`src/include/gpio_defs.svh`:
```
// Build-time sizes for the GPIO UART controller
// Included by the package and by any module that needs the raw numbers

`ifndef GPIO_DEFS_SVH
`define GPIO_DEFS_SVH

// -------------------------------------------------
// Pin count, works for 1 to 8
// -------------------------------------------------
`define GPIO_WIDTH 3

// -------------------------------------------------
// UART bit period in divided-clock cycles
// -------------------------------------------------
`define CYCLES_PER_BIT 8  // 16 board cycles

`endif

```
`src/verilog/gpio_pkg.sv`:
```
// Shared types for the GPIO UART controller
// Compile ahead of every module and interface that uses them
`include "gpio_defs.svh"

package gpio_pkg;

  // Register and pin values
  typedef logic [`GPIO_WIDTH-1:0] gpio_word_t;

  typedef logic [7:0] uart_byte_t;  // One byte on the serial link

  // Host command opcodes
  typedef enum logic [7:0] {
    op_write_out = 8'h01,
    op_write_oe  = 8'h02,
    op_read_in   = 8'h03
  } opcode_t;

  typedef enum logic [1:0] {
    st_idle,
    st_wait_data,
    st_send_reply
  } cmd_state_t;

endpackage

```
`src/verilog/gpio_bus_if.sv`:
```
// Register bus between the command engine and the GPIO register block
// Engine side writes, register side returns pin state
`timescale 1ns/1ps

interface gpio_bus_if;

  logic                 write_out;   // Strobe, load output register
  logic                 write_oe;    // Strobe, load enable register
  gpio_pkg::gpio_word_t write_data;
  gpio_pkg::gpio_word_t in_value;    // Synchronized pin inputs
  gpio_pkg::gpio_word_t oe_value;

  modport engine (
    output write_out, write_oe, write_data,
    input  in_value
  );

  // Register side also hands the enable mask to the pins
  modport regs (
    input  write_out, write_oe, write_data,
    output in_value, oe_value
  );

endinterface

```
`src/verilog/baud_timer.sv`:
```
// Free-running bit timer for the UART
// A restart realigns the bit period so ticks fall relative to that cycle
`timescale 1ns/1ps
`include "gpio_defs.svh"

module baud_timer (
  input  logic clock,
  input  logic reset,
  input  logic restart,
  output logic bit_tick,
  output logic mid_tick
);

  localparam int CNT_W = $clog2(`CYCLES_PER_BIT);

  logic [CNT_W-1:0] count;

  always_ff @(posedge clock) begin
    if (reset || restart || bit_tick) begin
      count <= '0;
    end else begin
      count <= count + 1'b1;
    end
  end

  assign mid_tick = (count == CNT_W'(`CYCLES_PER_BIT / 2 - 1));  // Halfway
  assign bit_tick = (count == CNT_W'(`CYCLES_PER_BIT - 1));      // End of period

  // Receiver and transmitter both rely on distinct tick cycles
  a_ticks_apart : assert property (@(posedge clock) disable iff (reset)
    !(bit_tick && mid_tick));

endmodule

```
`src/verilog/command_fsm.sv`:
```
// Host command parser: write_out and write_oe take one data byte,
// read_in answers with the resolved inputs; unknown opcodes are ignored
`timescale 1ns/1ps

module command_fsm (
  input  logic                 clock,
  input  logic                 reset,
  input  logic                 byte_valid,
  input  gpio_pkg::uart_byte_t byte_data,
  output logic                 tx_start,
  output gpio_pkg::uart_byte_t tx_data,
  input  logic                 tx_busy,
  gpio_bus_if.engine           bus
);

  gpio_pkg::cmd_state_t state;
  gpio_pkg::opcode_t    pending;    // Opcode waiting for its data byte
  logic                 data_ok;    // Data byte for a pending write
  logic                 reply_go;

  assign data_ok  = (state == gpio_pkg::st_wait_data) && byte_valid;
  assign reply_go = !tx_busy && !tx_start;

  // -------------------------------------------------
  // Register writes, taken the same cycle as the byte
  // -------------------------------------------------
  assign bus.write_out  = data_ok && (pending == gpio_pkg::op_write_out);
  assign bus.write_oe   = data_ok && (pending == gpio_pkg::op_write_oe);
  assign bus.write_data = gpio_pkg::gpio_word_t'(byte_data);

  // -------------------------------------------------
  // Command sequencing
  // -------------------------------------------------
  always_ff @(posedge clock) begin
    if (reset) begin
      state    <= gpio_pkg::st_idle;
      pending  <= gpio_pkg::op_write_out;
      tx_start <= 1'b0;
    end else begin
      tx_start <= 1'b0;
      case (state)
        gpio_pkg::st_idle: begin
          if (byte_valid) begin
            case (gpio_pkg::opcode_t'(byte_data))
              gpio_pkg::op_write_out,
              gpio_pkg::op_write_oe: begin
                pending <= gpio_pkg::opcode_t'(byte_data);
                state   <= gpio_pkg::st_wait_data;
              end
              gpio_pkg::op_read_in: begin
                if (reply_go) tx_start <= 1'b1;
                else state <= gpio_pkg::st_send_reply;
              end
              default: ;  // Unknown opcode, dropped
            endcase
          end
        end
        gpio_pkg::st_wait_data: begin
          if (byte_valid) state <= gpio_pkg::st_idle;
        end
        gpio_pkg::st_send_reply: begin
          // Incoming bytes are lost here
          if (reply_go) begin
            tx_start <= 1'b1;
            state    <= gpio_pkg::st_idle;
          end
        end
        default: state <= gpio_pkg::st_idle;
      endcase
    end
  end

  // Reply payload, captured with the start pulse
  always_ff @(posedge clock) begin
    tx_data <= gpio_pkg::uart_byte_t'(bus.in_value);  // Zero-extended
  end

  a_state_known : assert property (@(posedge clock) disable iff (reset)
    !$isunknown(state));

endmodule

```
`src/verilog/gpio_registers.sv`:
```
// Output and output-enable registers with the pin input synchronizer
// Both registers clear on reset so all pins start floating
`timescale 1ns/1ps

module gpio_registers (
  input  logic                 clock,
  input  logic                 reset,
  input  gpio_pkg::gpio_word_t gpio_input,
  output gpio_pkg::gpio_word_t gpio_output,
  gpio_bus_if.regs             bus
);

  gpio_pkg::gpio_word_t out_reg;
  gpio_pkg::gpio_word_t oe_reg;
  gpio_pkg::gpio_word_t in_meta;   // First synchronizer stage
  gpio_pkg::gpio_word_t in_sync;

  always_ff @(posedge clock) begin
    if (reset) begin
      out_reg <= '0;
      oe_reg  <= '0;
    end else begin
      if (bus.write_out) out_reg <= bus.write_data;
      if (bus.write_oe) oe_reg <= bus.write_data;
    end
  end

  // Pins are asynchronous to the divided clock
  always_ff @(posedge clock) begin
    in_meta <= gpio_input;
    in_sync <= in_meta;
  end

  assign gpio_output  = out_reg;
  assign bus.oe_value = oe_reg;
  assign bus.in_value = in_sync;

  // Engine decodes one pending opcode at a time
  a_one_write : assert property (@(posedge clock) disable iff (reset)
    !(bus.write_out && bus.write_oe));

endmodule

```
`src/verilog/gpio_uart_ctrl.sv`:
```
// GPIO controller core driven by a host over the UART
// Pin-facing ports match a plain gpio_input / gpio_oe / gpio_output block
`timescale 1ns/1ps

module gpio_uart_ctrl (
  input  logic                 clock,
  input  logic                 reset,
  input  logic                 uart_rx,
  output logic                 uart_tx,
  input  gpio_pkg::gpio_word_t gpio_input,
  output gpio_pkg::gpio_word_t gpio_oe,
  output gpio_pkg::gpio_word_t gpio_output
);

  logic                 byte_valid;
  gpio_pkg::uart_byte_t byte_data;
  logic                 tx_start;
  gpio_pkg::uart_byte_t tx_data;
  logic                 tx_busy;

  gpio_bus_if bus ();

  // -------------------------------------------------
  // Serial link
  // -------------------------------------------------
  uart_receiver i_rx (
    .clock      (clock),
    .reset      (reset),
    .rx         (uart_rx),
    .byte_valid (byte_valid),
    .byte_data  (byte_data)
  );

  uart_transmitter i_tx (
    .clock    (clock),
    .reset    (reset),
    .tx_start (tx_start),
    .tx_data  (tx_data),
    .tx       (uart_tx),
    .tx_busy  (tx_busy)
  );

  // -------------------------------------------------
  // Command engine and registers
  // -------------------------------------------------
  command_fsm i_fsm (
    .clock      (clock),
    .reset      (reset),
    .byte_valid (byte_valid),
    .byte_data  (byte_data),
    .tx_start   (tx_start),
    .tx_data    (tx_data),
    .tx_busy    (tx_busy),
    .bus        (bus.engine)
  );

  gpio_registers i_regs (
    .clock       (clock),
    .reset       (reset),
    .gpio_input  (gpio_input),
    .gpio_output (gpio_output),
    .bus         (bus.regs)
  );

  assign gpio_oe = bus.oe_value;

endmodule

```
`src/verilog/uart_receiver.sv`:
```
// 8N1 serial receiver, one byte_valid pulse per good frame
// Frames with a bad stop bit are dropped silently
`timescale 1ns/1ps

module uart_receiver (
  input  logic                   clock,
  input  logic                   reset,
  input  logic                   rx,
  output logic                   byte_valid,
  output gpio_pkg::uart_byte_t   byte_data
);

  logic [1:0]           rx_sync;
  logic                 rx_prev;
  logic                 busy;
  logic [3:0]           bit_cnt;   // 0 start, 1..8 data, 9 stop
  gpio_pkg::uart_byte_t data_shift;
  logic                 start_edge;
  logic                 mid_tick;
  logic                 bit_tick;

  // Bit timing restarts on each start edge
  baud_timer i_timer (
    .clock    (clock),
    .reset    (reset),
    .restart  (start_edge),
    .bit_tick (bit_tick),
    .mid_tick (mid_tick)
  );

  assign start_edge = !busy && rx_prev && !rx_sync[1];

  // -------------------------------------------------
  // Frame control
  // -------------------------------------------------
  always_ff @(posedge clock) begin
    if (reset) begin
      rx_sync    <= 2'b11;  // Line idles high
      rx_prev    <= 1'b1;
      busy       <= 1'b0;
      bit_cnt    <= '0;
      byte_valid <= 1'b0;
    end else begin
      rx_sync    <= {rx_sync[0], rx};
      rx_prev    <= rx_sync[1];
      byte_valid <= 1'b0;
      if (start_edge) begin
        busy    <= 1'b1;
        bit_cnt <= '0;
      end else if (busy && mid_tick) begin
        bit_cnt <= bit_cnt + 1'b1;
        if (bit_cnt == 4'd0) begin
          busy <= !rx_sync[1];  // Glitch, not a real start bit
        end else if (bit_cnt == 4'd9) begin
          busy       <= 1'b0;
          byte_valid <= rx_sync[1];  // Stop bit must be high
        end
      end
    end
  end

  // Data bits arrive LSB first
  always_ff @(posedge clock) begin
    if (busy && mid_tick && bit_cnt != 4'd0 && bit_cnt != 4'd9) begin
      data_shift <= {rx_sync[1], data_shift[7:1]};
    end
  end

  assign byte_data = data_shift;

endmodule

```
`src/verilog/uart_transmitter.sv`:
```
// 8N1 serial transmitter that shifts the LSB first
// tx_start is taken only while tx_busy is low
`timescale 1ns/1ps

module uart_transmitter (
  input  logic                 clock,
  input  logic                 reset,
  input  logic                 tx_start,
  input  gpio_pkg::uart_byte_t tx_data,
  output logic                 tx,
  output logic                 tx_busy
);

  logic [9:0] frame;    // Stop, data, start
  logic [3:0] bit_cnt;
  logic       bit_tick;
  logic       load;

  assign load = tx_start && !tx_busy;

  baud_timer i_timer (
    .clock    (clock),
    .reset    (reset),
    .restart  (load),
    .bit_tick (bit_tick),
    .mid_tick ()
  );

  always_ff @(posedge clock) begin
    if (reset) begin
      tx_busy <= 1'b0;
      bit_cnt <= '0;
    end else if (load) begin
      tx_busy <= 1'b1;
      bit_cnt <= '0;
    end else if (tx_busy && bit_tick) begin
      bit_cnt <= bit_cnt + 1'b1;
      if (bit_cnt == 4'd9) tx_busy <= 1'b0;  // Stop bit done
    end
  end

  always_ff @(posedge clock) begin
    if (load) frame <= {1'b1, tx_data, 1'b0};
    else if (bit_tick) frame <= {1'b1, frame[9:1]};
  end

  assign tx = !tx_busy || frame[0];  // Idle high

  // Engine must hold off while a reply is in flight
  a_no_start_busy : assert property (@(posedge clock) disable iff (reset)
    tx_start |-> !tx_busy);

endmodule
```
`config.mk`:
```
export PLATFORM = sky130hd
export DESIGN_NAME = gpio_uart_ctrl
export DESIGN_NICKNAME = d
export VERILOG_FILES = /design/src/verilog/gpio_pkg.sv /design/src/verilog/gpio_bus_if.sv /design/src/verilog/baud_timer.sv /design/src/verilog/command_fsm.sv /design/src/verilog/gpio_registers.sv /design/src/verilog/gpio_uart_ctrl.sv /design/src/verilog/uart_receiver.sv /design/src/verilog/uart_transmitter.sv
export VERILOG_INCLUDE_DIRS = /design/src /design/src/include
export SDC_FILE = /design/constraint.sdc
export NUM_CORES = 1
export LEC_CHECK = 0
export BUFFER_PORTS_ARGS = -buffer_cell sky130_fd_sc_hd__buf_2
export CAP_MARGIN = 20
export CORE_ASPECT_RATIO = 1.75
export CORE_MARGIN = 3
export CORE_UTILIZATION = 45
export DETAILED_ROUTE_END_ITERATION = 7
export PLACE_DENSITY = 0.69
export SLEW_MARGIN = 30
export SYNTH_ARGS = -nofsm -noshare
export SYNTH_HDL_FRONTEND = slang
export SYNTH_HIERARCHICAL = 1
export SYNTH_SLANG_ARGS = --single-unit
```
`constraint.sdc`:
```
create_clock -name clock -period 3.6 [get_ports clock]
set_clock_uncertainty 0.15 [all_clocks]
set_input_delay 0.18 -clock clock [delete_from_list [all_inputs] [get_ports clock]]
set_output_delay 0.18 -clock clock [all_outputs]
set_load 0.05 [all_outputs]
```
==> Yosys cells after proc, flatten, opt, wreduce, memory -nomap -nowiden <==
Index checks and enable logic that the tools add are counted.
{ "op_classes": {"n_div": 0, "n_eq_ne": 18, "n_addsub": 4, "n_shift": 0, "n_reduce_logical": 36, "bitwise_logic": 2, "muxes": 19, "order_cmp": 0, "n_mul": 0} }
{ "ops": {"columns": ["op", "n"], "rows": [
  ["$eq A8 B2 Y1 const B", 3],
  ["$eq A8 B1 Y1 const B", 2],
  ["$logic_and A1 B1 Y1", 11],
  ["$mux W1", 10],
  ["$add A4 B1 Y4 const B", 2],
  ["$eq A4 B4 Y1 const B", 2],
  ["$mux W2", 4],
  ["$mux W4", 2],
  ["$reduce_bool A2 Y1", 4],
  ["$add A3 B1 Y3 const B", 2],
  ["$eq A3 B3 Y1 const B", 2],
  ["$ne A3 B3 Y1 const B", 2],
  ["$pmux W2 S3", 1],
  ["$reduce_or A2 Y1", 3],
  ["$logic_or A1 B1 Y1", 5],
  ["$reduce_and A5 Y1", 1],
  ["$reduce_or A5 Y1", 1],
  ["$logic_not A1 Y1", 4],
  ["$logic_not A4 Y1", 1],
  ["$ne A2 B2 Y1 const B", 2],
  ["$ne A4 B4 Y1 const B", 1],
  ["$pmux W2 S2", 1],
  ["$reduce_and A2 Y1", 2],
  ["$reduce_bool A4 Y1", 1],
  ["9 further kinds", 10]
]} }
{ "word_totals": {"latchBits": 0, "ff_bits": 63, "mem_bits_ro": 0, "word_cells": 99, "input_bits": 6, "mem_count": 0, "ramBits": 0} }

==> Depth between registers and ports, before layout <==
Gate-level depths: netlist (run 1).
{ "depth": {"word_depth": 6, "ltp_mapped": 6, "mapped_depth_nobuf": 5} }

==> Cells and area by module <==
The synthesis (run 1) kept the hierarchy.
{ "modules_own_cells": {"columns": ["mod", "n_inst", "seq_area_each_um2", "cells_per_inst", "area_per_inst_um2"], "rows": [
  ["uart_transmitter", 1, 360.3, 70, 670.6],
  ["uart_receiver", 1, 420.4, 52, 639.4],
  ["command_fsm", 1, 280.3, 57, 626.9],
  ["gpio_registers", 1, 240.2, 24, 322.8],
  ["baud_timer", 2, 60.1, 10, 128.9]
]} }

==> Worst setup path before layout (run 1) <==
Ideal clock, no wire load.
{ "synth_path": {"path_type": "reg-to-reg", "startpoint": "reg i_tx.i_timer.count[0]", "endpoint": "reg i_tx.frame[1] (enable)", "setup_time_ns": 0.271, "slack_ns": 1.758, "synth_period_minus_slack_ns": 1.842, "t_required_ns": 3.179, "stages_incl_launch_ff": 6, "arrival_time_ns": 1.422, "cell_sequence": "dfxtp_1 > ha_1 > ha_1 > buf_6 > clkbuf_1 > or2_2"} }
{ "synth_via": {"elab_chain_len": 2} }
{ "synth_lines": {"columns": ["element", "line", "text"], "rows": [
  ["start, declared", "baud_timer.sv:16", "logic [CNT_W-1:0] count;"],
  ["start signal, assigned", "baud_timer.sv:22", "count <= count + 1'b1;"],
  ["$eq A3 B3 Y1", "baud_timer.sv:27", "assign bit_tick = (count == CNT_W'(`CYCLES_PER_BIT - 1));"],
  ["named net i_tx.bit_tick", "uart_transmitter.sv:16", "logic bit_tick;"],
  ["$reduce_bool A2 Y1 (no source line)", null, null],
  ["end signal, assigned", "uart_transmitter.sv:43", "if (load) frame <= {1'b1, tx_data, 1'b0};"],
  ["end signal, assigned", "uart_transmitter.sv:44", "else if (bit_tick) frame <= {1'b1, frame[9:1]};"],
  ["end, declared", "uart_transmitter.sv:14", "logic [9:0] frame;"]
]} }
The timed path passes the listed nets, and every way through them passes these cells.
A chain may end at the register's enable or synchronous reset.

==> Final worst setup path (run 1) <==
{ "layout_path": {"startpoint": "reg i_tx.i_timer.count[0]", "endpoint": "reg i_tx.bit_cnt[3]"} }
{ "layout_via": {"elab_chain_len": 2} }
{ "layout_lines": {"columns": ["element", "line", "text"], "rows": [
  ["$eq A3 B3 Y1", "baud_timer.sv:27", null],
  ["named net i_tx.bit_tick", "uart_transmitter.sv:16", null],
  ["$logic_and A1 B1 Y1", "uart_transmitter.sv:36", "end else if (tx_busy && bit_tick) begin"],
  ["end signal, assigned", "uart_transmitter.sv:37", "bit_cnt <= bit_cnt + 1'b1;"],
  ["end, declared", "uart_transmitter.sv:15", "logic [3:0] bit_cnt;"]
]} }
The timed path passes the listed nets, and every way through them passes these cells.

==> impl_metrics.env, run 1 <==
export IMPL_via_count_of_the_first_global_routing_pass=1653
export IMPL_io_pins=13
export IMPL_synth_edf_count=16
export IMPL_met1Wirelength_mm=1.70
export IMPL_post_drt_wl_per_cell_um=12.5
export IMPL_hp_class="flip-flop to flip-flop"
export IMPL_antenna_found_initial=0
export IMPL_wl_mm=4.02
export IMPL_tritoncts="done"
export IMPL_chipHeight_um=105
export IMPL_final_hold_violation_count=0
export IMPL_synth_top_cell_area_share=0.374
export IMPL_crit_top_cell="sky130_fd_sc_hd__ha_1"
export IMPL_core_area_um2=5340
export IMPL_fin_crit_ns=2.05
export IMPL_clock_latency_ns=0.33
export IMPL_firstDrtPassIters=4
export IMPL_die_w_um=62.5
export IMPL_p_leak_nw=1.10
export IMPL_post_route_fraction_of_the_period_consumed_by_the_critical_path=0.569
export IMPL_cp_buffers_inverters=0
export IMPL_track_usage=0.139
export IMPL_fin_ws_ns=1.55
export IMPL_critPathTopFamily="adder cells"
export IMPL_synthesis_yosys_warnings=6
export IMPL_grt_pass1_wl_mm=7.17
export IMPL_finalSetupTns_ns=0
export IMPL_yosys_register_bits=63
export IMPL_syn_area_per_cell_um2=11.3
export IMPL_post_drt_via_cell_ratio=5.02
export IMPL_setup_viol=0
export IMPL_cp_slowest_cell="sky130_fd_sc_hd__ha_1"
export IMPL_tightestPinTransition_ns=0.700
export IMPL_ctsResizeCount=0
export IMPL_timing_worst_setup_path_type="flip-flop to flip-flop"
export IMPL_met3_length_um=90
export IMPL_postRouteAntennaNets=0
export IMPL_place_congestion=0.773
export IMPL_row_count=35
export IMPL_cts_root_buf="sky130_fd_sc_hd__clkbuf_8"
export IMPL_cpPeakStageDelay_ns=0.62
export IMPL_yosysMostFrequentCell="sky130_fd_sc_hd__dfxtp_1"
export IMPL_synth_cell_type_count=48
export IMPL_setup_worst_path_end_class="flip-flop"
export IMPL_max_capacitance_violation_count=0
export IMPL_design_die_area_um2=6560
export IMPL_synth_cells=223
export IMPL_register_area_um2=1420
export IMPL_startpoint_type="flip-flop"
export IMPL_io_buffer_count=12
export IMPL_post_place_ws_ns=1.55
export IMPL_min_delay_start="i_regs/in_meta[0]$_DFF_P_"
export IMPL_drt_first_iter_violations=28
export IMPL_cp_required_ns=3.71
export IMPL_cellPowerDensity_nw_per_um2=524
export IMPL_power_ir_vdd_worst_mv=0.381
export IMPL_cell_types_occupying_the_most_area_after_synthesis="sky130_fd_sc_hd__dfxtp_1 (37%), sky130_fd_sc_hd__edfxtp_1 (19%), sky130_fd_sc_hd__ha_1 (5.5%)"
export IMPL_htreeDepth=3
export IMPL_cts_made_buffers=9
export IMPL_routed_wl_met2_mm=2.12
export IMPL_route_top_layer_used="met4"
export IMPL_arrival_ns=2.16
export IMPL_syn_area_um2=2520
export IMPL_synthTopCellsByCount="sky130_fd_sc_hd__dfxtp_1 (47), sky130_fd_sc_hd__nand2_1 (19), sky130_fd_sc_hd__edfxtp_1 (16), sky130_fd_sc_hd__nor2_1 (16)"
export IMPL_async_flop_share=0
export IMPL_outcome="finished clean"
export IMPL_cts_path_max_buffers=2
export IMPL_critical_path_peak_fanout=20
export IMPL_tritoncts_num_sinks=63
export IMPL_yosysTopAreaCell="sky130_fd_sc_hd__dfxtp_1"
export IMPL_num_antenna_cells=0
export IMPL_ys_dominant_reg_cell="sky130_fd_sc_hd__dfxtp_1"
export IMPL_share_of_synthesized_area_occupied_by_flip_flops_and_latches=0.565
export IMPL_fmaxAchievable_mhz=488
export IMPL_clock_transition_at_the_register_clock_pins_on_the_worst_setup_and_hold_paths_after_cts_ns=0.07
export IMPL_final_fill_count=503
export IMPL_cp_cell_sequence="ha_1, ha_1, nand4_2, or3b_1, a31oi_1"
export IMPL_drcViolationCount=0
export IMPL_regToRegStartpoint="i_tx/i_timer/count[0]$_SDFF_PP0_"
export IMPL_rsz0062_at_grt="false"
export IMPL_layout_drive_gt1_share=0.174
export IMPL_maxSlewViolCount=0
export IMPL_maxSlewHeadroom=0.533
export IMPL_overflow=0
export IMPL_fin_nets=259
export IMPL_maximum_number_of_pins_on_one_net_before_global_route_repair=31
export IMPL_multi_input_area_um2=998
export IMPL_setup_worst_path_start="i_tx/i_timer/count[0]$_SDFF_PP0_"
export IMPL_area_growth_syn_to_layout_pct=14.7
export IMPL_routed_via_count=1612
export IMPL_initial_utilization=0.471
export IMPL_place_hpwl_mm=2.67
-- worst paths after layout --
kind,end,slack (ns),cells after the start
min reg2reg,i_regs/bus.in_value[0]$_DFF_P_,0.18,0
max,i_tx/bit_cnt[3]$_SDFFE_PP0P_,1.55,5
max reg2reg,i_tx/bit_cnt[3]$_SDFFE_PP0P_,1.55,5
min,i_regs/bus.in_value[0]$_DFF_P_,0.18,0
-- logic make-up (layout without fill, tap and decap cells) --
group / count (synthesis) / count (layout) / synth area share
multiplexers: 11 / 11 / 0.0462
other: 1 / 5 / 0.00149
AND/OR/NAND/NOR: 88 / 88 / 0.212
AO/OA/AOI/OAI: 27 / 27 / 0.0661
XOR/XNOR: 3 / 3 / 0.0104
buffers and inverters: 19 / 39 / 0.0447
adder cells (fa/ha/maj): 11 / 11 / 0.0547
flip-flops: 63 / 63 / 0.565
-- sequential cells by signal, summed over array words and instances, names as in the netlist, 2 cells and up --
register,flops
i_fsm/tx_data,3
i_rx/byte_data,8
i_tx/i_timer/count,3
i_fsm/state,2
i_rx/i_timer/count,3
i_tx/bit_cnt,4
i_regs/gpio_output,3
i_tx/frame,9
i_rx/bit_cnt,4
i_regs/bus.in_value,3
i_rx/rx_sync,2
i_fsm/pending,8
i_regs/in_meta,3
i_regs/bus.oe_value,3
-- worst reg2reg max path, stage by stage, from the launching register on --
cell and delay [ns]:
sky130_fd_sc_hd__dfxtp_1 0.34, sky130_fd_sc_hd__ha_1 0.19, sky130_fd_sc_hd__ha_1 0.62, sky130_fd_sc_hd__nand4_2 0.17, sky130_fd_sc_hd__or3b_1 0.39, sky130_fd_sc_hd__a31oi_1 0.12
-- stage by stage --
step / hold WS, ns / total power, mW / instances / area [um2] / utilization
after CTS: 0.166 / 1.53 / 321 / 2890 / 0.540
after global routing: 0.184 / 1.57 / 321 / 2890 / 0.540
after global placement: 0.132 / 0.789 / 301 / 2600 / 0.487
after floorplan: 0.0577 / 0.782 / 227 / 2530 / -
after detailed placement: 0.134 / 0.791 / 301 / 2600 / 0.487
final: 0.178 / 1.51 / 321 / 2890 / 0.540
-- report_power, final --
part	total (mW)	switching, mW	internal (mW)
registers	0.744	0.00622	0.738
clock network	0.735	0.273	0.462
logic	0.0338	0.0168	0.0170
-- metal layers --
layer | up-vias | GRT usage
li1 | 820 | -
met1 | 767 | 0.144
met2 | 16 | 0.242
met3 | 9 | 0.0258
met4 | 0 | 0.103
met5 | - | 0
-- final cells by class --
cell class,instances,share of cell area
Clock inverter,7,0.0416
Timing Repair Buffer,17,0.0373
Sequential cell,63,0.492
Clock buffer,9,0.0429
Tap cell,74,0.0321
Multi-Input combinational cell,145,0.346
Inverter,6,0.00780
-- cells in the final DEF, fill, tap and decap left out, types with 2 or more instances in the layout --
master / count
sky130_fd_sc_hd__dfxtp_1: 47
sky130_fd_sc_hd__nand2_1: 19
sky130_fd_sc_hd__nor2_1: 16
sky130_fd_sc_hd__edfxtp_1: 16
sky130_fd_sc_hd__buf_2: 12
sky130_fd_sc_hd__o21ai_0: 11
sky130_fd_sc_hd__ha_1: 11
sky130_fd_sc_hd__clkbuf_8: 9
sky130_fd_sc_hd__mux2i_1: 9
sky130_fd_sc_hd__and2_1: 6
sky130_fd_sc_hd__a21oi_1: 6
sky130_fd_sc_hd__inv_1: 6
sky130_fd_sc_hd__nor4_1: 5
sky130_fd_sc_hd__conb_1: 5
sky130_fd_sc_hd__nand3_1: 5
sky130_fd_sc_hd__dlygate4sd3_1: 4
sky130_fd_sc_hd__nor3b_1: 4
sky130_fd_sc_hd__nand2b_1: 4
sky130_fd_sc_hd__bufinv_16: 3
sky130_fd_sc_hd__nor3_1: 3
sky130_fd_sc_hd__or2_2: 3
sky130_fd_sc_hd__or2_1: 3
sky130_fd_sc_hd__a31oi_1: 3
sky130_fd_sc_hd__a41oi_1: 2
sky130_fd_sc_hd__xor2_1: 2
sky130_fd_sc_hd__nand4_2: 2
sky130_fd_sc_hd__or3b_1: 2
sky130_fd_sc_hd__or3_1: 2
sky130_fd_sc_hd__nor4b_2: 2
sky130_fd_sc_hd__nor2b_1: 2
-- timing repair --
action,4_1_cts,5_1_grt
hold buffers,4,0
setup buffers,0,0
endpoints found under the hold margin,4,0
No activity file was read; power rests on OpenSTA's default activity.
==> run 2, diff against run 1 <==
clock period = 1.9 ns   (was 3.6 ns; I/O delays follow)
==> impl_metrics.env, run 2 (synthesis gave the netlist of run 1 again) <==
export IMPL_timing_reg2reg_setup_slack_ns=0.20
export IMPL_cts_setup_buffers=0
export IMPL_routed_via_count=1643
export IMPL_cellPowerDensity_nw_per_um2=868
export IMPL_timing_worst_setup_path_type="flip-flop to flip-flop"
export IMPL_most_common_cell_after_layout_fill_and_taps_aside="sky130_fd_sc_hd__dfxtp_1"
export IMPL_critPathTopFamily="simple AND/OR/NAND/NOR gates"
export IMPL_design_die_area_um2=6560
export IMPL_critical_path_peak_fanout=5
export IMPL_via_count_of_the_first_global_routing_pass=1620
export IMPL_final_fill_count=494
export IMPL_cts_path_max_buffers=2
export IMPL_cp_required_ns=1.95
export IMPL_multi_input_area_um2=1010
export IMPL_clock_transition_at_the_register_clock_pins_on_the_worst_setup_and_hold_paths_after_cts_ns=0.06
export IMPL_minimum_hold_slack_ns=0.0166
export IMPL_io_pins=13
export IMPL_cts_made_buffers=9
export IMPL_p_leak_nw=1.14
export IMPL_worstRegToRegCells=6
export IMPL_worstReg2RegEnd="i_regs/bus.oe_value[2]$_SDFFE_PP0P_"
export IMPL_fin_crit_ns=1.70
export IMPL_finalSetupTns_ns=0
export IMPL_cpPeakStageDelay_ns=0.41
export IMPL_tritoncts="done"
export IMPL_chipHeight_um=105
export IMPL_final_cell_mix="sky130_fd_sc_hd__dfxtp_1 (47), sky130_fd_sc_hd__nand2_1 (19), sky130_fd_sc_hd__edfxtp_1 (16)"
export IMPL_post_drt_via_cell_ratio=4.92
export IMPL_antenna_found_initial=0
export IMPL_post_drt_wl_per_cell_um=12.2
export IMPL_firstDrtPassIters=4
export IMPL_largest_reg_flops=9
export IMPL_place_congestion=0.749
export IMPL_regToRegStartpoint="i_rx/byte_valid$_SDFF_PP0_"
export IMPL_postRouteAntennaNets=0
export IMPL_setup_worst_path_end_class="flip-flop"
export IMPL_timing_critical_path_depth=6
export IMPL_wl_mm=4.08
export IMPL_hp_class="input pin to flip-flop"
export IMPL_rsz0062_at_grt="false"
export IMPL_drcViolationCount=0
export IMPL_register_area_um2=1420
export IMPL_setup_worst_path_start="i_rx/byte_valid$_SDFF_PP0_"
export IMPL_arrival_ns=1.75
export IMPL_clock_latency_ns=0.33
export IMPL_total_power_mw=2.54
export IMPL_post_route_fraction_of_the_period_consumed_by_the_critical_path=0.893
export IMPL_track_usage=0.139
export IMPL_grt_pass1_wl_mm=7.09
export IMPL_cp_cell_sequence="nor4b_2, nand4b_1, nor3b_1, buf_4, mux2i_1, nor2_1"
export IMPL_drt_first_iter_violations=77
export IMPL_min_delay_start="reset"
export IMPL_cp_buffers_inverters=1
export IMPL_registers_top_by_ff_count="i_tx/frame"
export IMPL_maxSlewViolCount=0
export IMPL_num_antenna_cells=0
export IMPL_tritoncts_num_sinks=63
export IMPL_io_buffer_count=12
export IMPL_overflow=0
export IMPL_area_growth_syn_to_layout_pct=16.3
export IMPL_place_hpwl_mm=2.83
export IMPL_outcome="finished clean"
export IMPL_die_w_um=62.5
export IMPL_row_count=35
export IMPL_max_capacitance_violation_count=0
export IMPL_htreeDepth=3
export IMPL_initial_utilization=0.471
export IMPL_final_hold_violation_count=0
export IMPL_cts_root_buf="sky130_fd_sc_hd__clkbuf_8"
export IMPL_core_area_um2=5340
export IMPL_cp_slowest_cell="sky130_fd_sc_hd__dfxtp_1"
export IMPL_maximum_number_of_pins_on_one_net_before_global_route_repair=23
export IMPL_layout_drive_gt1_share=0.208
export IMPL_fmaxAchievable_mhz=590
export IMPL_timing_critical_path_to="i_regs/bus.oe_value[2]$_SDFFE_PP0P_"
export IMPL_startpoint_type="flip-flop"
export IMPL_power_ir_vdd_worst_mv=0.623
export IMPL_fin_nets=272
export IMPL_setup_viol=0
## run 2: changes by cell type in the layout (fill, tap and decap cells not counted)
cell and change:
sky130_fd_sc_hd__clkinv_2 +1, sky130_fd_sc_hd__clkinv_4 -1, sky130_fd_sc_hd__clkinv_1 +3, sky130_fd_sc_hd__nor4b_1 -1, sky130_fd_sc_hd__nor2_1 -1, sky130_fd_sc_hd__nor2_2 +1
sky130_fd_sc_hd__clkbuf_1 +1, sky130_fd_sc_hd__bufinv_16 -2, sky130_fd_sc_hd__nor4b_2 +1, sky130_fd_sc_hd__clkinvlp_4 -1, sky130_fd_sc_hd__buf_4 +13, sky130_fd_sc_hd__inv_6 -1
## run 2: metal layers
metal,share of wire,GRT usage,up-vias
met4,0.018,0.0964,0
met2,0.53,0.241,16
met3,0.026,0.0398,7
met1,0.43,0.142,776
li1,-,-,844
met5,0,0,-
## run 2: cell type report
class,instances,share of cell area
clock inverter,6,0.0175
clock buffer,10,0.0436
sequential,63,0.485
timing repair buffer,30,0.0701
tap,74,0.0316
inverter,6,0.00769
multi-input combinational,145,0.344
## run 2: power breakdown
group | switching (mW) | leakage (nW) | internal (mW)
registers | 0.0123 | 0.528 | 1.40
logic | 0.0331 | 0.520 | 0.0364
clock network | 0.474 | 0.0925 | 0.588
total | 0.519 | 1.14 | 2.02
## run 2: worst min path at each step
stage | endpoint | slack [ns] | depth (start not counted)
after global routing | i_regs/bus.oe_value[1]$_SDFFE_PP0P_ | 0.03 | 2
after CTS | i_regs/bus.oe_value[1]$_SDFFE_PP0P_ | 0.01 | 2
after detailed placement | i_regs/in_meta[1]$_DFF_P_ | 0.05 | 1
after floorplan | i_regs/in_meta[0]$_DFF_P_ | -0.03 | 0
after global placement | i_regs/in_meta[2]$_DFF_P_ | 0.05 | 1
final | i_regs/bus.oe_value[1]$_SDFFE_PP0P_ | 0.02 | 2
## run 2: worst reg2reg max path: cells and delay by family, from the launching register on
kind                   cells  cell delay [ns]
flip-flops                 1             0.41
AND/OR/NAND/NOR            4             0.67
buffers and inverters      1             0.16
multiplexers               1             0.18
## run 2: through the flow
stage                     cell area, um2  setup WS, ns  std cells   util
after floorplan                     2530        0.0579        227      -
after global placement              2700         0.101        314  0.505
after detailed placement            2700        0.0438        314  0.505
after CTS                           2920        0.0372        334  0.546
after global routing                2930        0.0104        334  0.548
final                               2930         0.204        334  0.548
## run 2: what timing repair did
action                                 in CTS  in global routing
gates resized for setup                     0                  2
endpoints found under the hold margin       4                  0
hold buffers                                4                  0
setup endpoints to repair                   0                 14
==> run 3, diff against run 2 <==
SKIP_CTS_REPAIR_TIMING = 1   (was not set)
SYNTH_HIERARCHICAL = not set   (was 1)
==> impl_metrics.env, run 3 <==
export IMPL_die_w_um=60.7
export IMPL_registers_top_by_ff_count="i_tx.frame"
export IMPL_htreeDepth=3
export IMPL_worstReg2RegEnd="i_fsm.pending[0]$_SDFFE_PP1P_"
export IMPL_place_hpwl_mm=2.77
export IMPL_outcome="finished with violations"
export IMPL_share_of_synthesized_area_occupied_by_flip_flops_and_latches=0.582
export IMPL_fin_ws_ns=-0.0935
export IMPL_largest_reg_flops=9
export IMPL_final_hold_violation_count=0
export IMPL_maxSlewViolCount=0
export IMPL_yosysTopAreaCell="sky130_fd_sc_hd__dfxtp_1"
export IMPL_drcViolationCount=0
export IMPL_cts_made_buffers=9
export IMPL_cts_root_buf="sky130_fd_sc_hd__clkbuf_8"
export IMPL_most_common_cell_after_layout_fill_and_taps_aside="sky130_fd_sc_hd__dfxtp_1"
export IMPL_io_buffer_count=12
export IMPL_layout_drive_gt1_share=0.224
export IMPL_arrival_ns=2.06
export IMPL_fmaxAchievable_mhz=502
export IMPL_synth_cells=220
export IMPL_drt_first_iter_violations=40
export IMPL_initial_utilization=0.469
export IMPL_placed_instance_area_um2=2500
export IMPL_async_flop_share=0
export IMPL_min_delay_start="reset"
export IMPL_grt_pass1_wl_mm=6.60
export IMPL_max_capacitance_violation_count=0
export IMPL_power_ir_vdd_worst_mv=0.531
export IMPL_final_cell_mix="sky130_fd_sc_hd__dfxtp_1 (52), sky130_fd_sc_hd__nor2_1 (26), sky130_fd_sc_hd__buf_2 (12), sky130_fd_sc_hd__buf_4 (12)"
export IMPL_synth_edf_count=11
export IMPL_syn_area_um2=2350
export IMPL_row_count=34
export IMPL_tritoncts="done"
export IMPL_finalCoreUtilization=0.561
export IMPL_post_drt_wl_per_cell_um=12.7
export IMPL_track_usage=0.145
export IMPL_design_die_area_um2=6170
export IMPL_cellPowerDensity_nw_per_um2=936
export IMPL_setup_viol=10
export IMPL_wl_mm=3.92
export IMPL_worstRegToRegCells=5
export IMPL_cell_types_occupying_the_most_area_after_synthesis="sky130_fd_sc_hd__dfxtp_1 (44%), sky130_fd_sc_hd__edfxtp_1 (14%), sky130_fd_sc_hd__ha_1 (5.3%)"
export IMPL_minimum_hold_slack_ns=0.0655
export IMPL_synth_cell_type_count=38
export IMPL_yosys_register_bits=63
export IMPL_core_area_um2=5020
export IMPL_post_drt_via_cell_ratio=5.29
export IMPL_place_congestion=0.795
export IMPL_maxSlewHeadroom=0.635
export IMPL_clock_latency_ns=0.33
export IMPL_fin_area_um2=2810
export IMPL_tightestPinTransition_ns=0.546
export IMPL_regToRegStartpoint="i_rx.byte_data[4]$_DFFE_PP_"
export IMPL_firstDrtPassIters=4
export IMPL_num_antenna_cells=0
export IMPL_cts_path_max_buffers=2
export IMPL_tritoncts_num_sinks=63
export IMPL_synth_top_cell_area_share=0.442
export IMPL_synthTopCellsByCount="sky130_fd_sc_hd__dfxtp_1 (52), sky130_fd_sc_hd__nor2_1 (26), sky130_fd_sc_hd__a21oi_1 (12)"
export IMPL_worst_hold_path_endpoint="i_regs.gpio_output[1]$_SDFFE_PP0P_"
export IMPL_synthesis_yosys_warnings=0
export IMPL_yosysMostFrequentCell="sky130_fd_sc_hd__dfxtp_1"
export IMPL_post_route_fraction_of_the_period_consumed_by_the_critical_path=1.05
export IMPL_setup_worst_path_end_class="flip-flop"
export IMPL_final_fill_count=466
export IMPL_via_count_of_the_first_global_routing_pass=1580
export IMPL_timing_reg2reg_setup_slack_ns=-0.09
export IMPL_fin_crit_ns=1.99
export IMPL_postRouteAntennaNets=0
export IMPL_maximum_number_of_pins_on_one_net_before_global_route_repair=26
export IMPL_fin_nets=265
export IMPL_timing_worst_setup_path_type="flip-flop to flip-flop"
export IMPL_io_pins=13
export IMPL_startpoint_type="flip-flop"
export IMPL_min_delay_path_depth=2
export IMPL_routed_via_count=1629
export IMPL_ys_dominant_reg_cell="sky130_fd_sc_hd__dfxtp_1"
export IMPL_critical_path_peak_fanout=6
export IMPL_synthesis_nets=236
export IMPL_p_leak_nw=1.15
export IMPL_cp_required_ns=1.96
export IMPL_hp_class="input pin to flip-flop"
export IMPL_rsz0062_at_grt="true"
export IMPL_chipHeight_um=102
export IMPL_area_growth_syn_to_layout_pct=19.5
export IMPL_syn_area_per_cell_um2=10.7
export IMPL_overflow=0
export IMPL_clock_transition_at_the_register_clock_pins_on_the_worst_setup_and_hold_paths_after_cts_ns=0.07
export IMPL_violations="setup timing"
export IMPL_antenna_found_initial=0
==> run 3: cell count changes in the layout (fill, tap and decap cells not counted), moves of 5 or more <==
cell / previous run / this run
sky130_fd_sc_hd__nor2_1: 15 / 26
sky130_fd_sc_hd__nand2_1: 19 / 11
sky130_fd_sc_hd__a21oi_1: 6 / 11
sky130_fd_sc_hd__conb_1: 5 / 0
sky130_fd_sc_hd__dfxtp_1: 47 / 52
sky130_fd_sc_hd__edfxtp_1: 16 / 11
sky130_fd_sc_hd__o21ai_0: 11 / 6
==> run 3: cell families (layout without fill, tap and decap cells) <==
| group | count (synthesis) | count (layout) | share of synthesized area |
|---|---|---|---|
| buf+inv | 20 | 54 | 0.0319 |
| fa+ha+maj | 10 | 10 | 0.0531 |
| compound gates | 31 | 31 | 0.0850 |
| xor+xnor | 4 | 4 | 0.0149 |
| simple gates | 81 | 81 | 0.186 |
| flops | 63 | 63 | 0.582 |
| mux | 11 | 11 | 0.0468 |
==> run 3: critical path, stage by stage (launching register included) <==
cell and delay (ns):
sky130_fd_sc_hd__edfxtp_1 0.40, sky130_fd_sc_hd__or4b_4 0.56, sky130_fd_sc_hd__nor4_4 0.21, sky130_fd_sc_hd__buf_4 0.18, sky130_fd_sc_hd__a31oi_1 0.08, sky130_fd_sc_hd__a2111o_1 0.31
==> run 3: metrics by stage <==
stage,setup slack [ns],TNS [ns],cells,power [mW]
after global placement,0.0243,0,284,1.49
after global routing,-0.173,-1.21,308,2.75
after CTS,-0.0642,-0.168,300,2.66
after floorplan,0.0464,0,220,1.47
final,-0.0935,-0.286,308,2.63
after detailed placement,-0.0494,-0.139,284,1.49
==> run 3: worst max path at each step <==
stage                                      from                            end  slack [ns]  depth (start not counted)
global route        i_rx.byte_data[4]$_DFFE_PP_  i_fsm.pending[0]$_SDFFE_PP1P_       -0.17                          5
CTS                 i_rx.byte_data[4]$_DFFE_PP_  i_fsm.pending[0]$_SDFFE_PP1P_       -0.06                          4
detailed placement  i_rx.byte_data[4]$_DFFE_PP_  i_fsm.pending[0]$_SDFFE_PP1P_       -0.05                          4
global placement    i_rx.byte_data[4]$_DFFE_PP_  i_fsm.pending[0]$_SDFFE_PP1P_        0.02                          4
finish              i_rx.byte_data[4]$_DFFE_PP_  i_fsm.pending[0]$_SDFFE_PP1P_       -0.09                          5
floorplan           i_rx.byte_data[4]$_DFFE_PP_  i_fsm.pending[0]$_SDFFE_PP1P_        0.05                          4
==> run 3: routing by layer <==
layer	wire length, um	part of all wire	track usage
met5	0	0	0
met1	1560	0.40	0.142
met2	2210	0.56	0.251
met3	89	0.023	0.0497
met4	61	0.016	0.0902
==> run 3: final cells by class <==
| cell class | instances | area, um2 | share of cell area |
|---|---|---|---|
| clock inverter | 6 | 68.8 | 0.0245 |
| multi-input combinational | 137 | 941 | 0.334 |
| inverter | 10 | 37.5 | 0.0133 |
| timing repair buffer | 28 | 190 | 0.0676 |
| tap | 54 | 67.6 | 0.0240 |
| sequential | 63 | 1370 | 0.487 |
| clock buffer | 10 | 138 | 0.0489 |
==> run 3: power breakdown <==
group | switching, mW | internal [mW] | total, mW | leakage [nW]
combinational | 0.0308 | 0.0321 | 0.0629 | 0.519
sequential | 0.0150 | 1.39 | 1.40 | 0.526
clock | 0.518 | 0.647 | 1.17 | 0.103
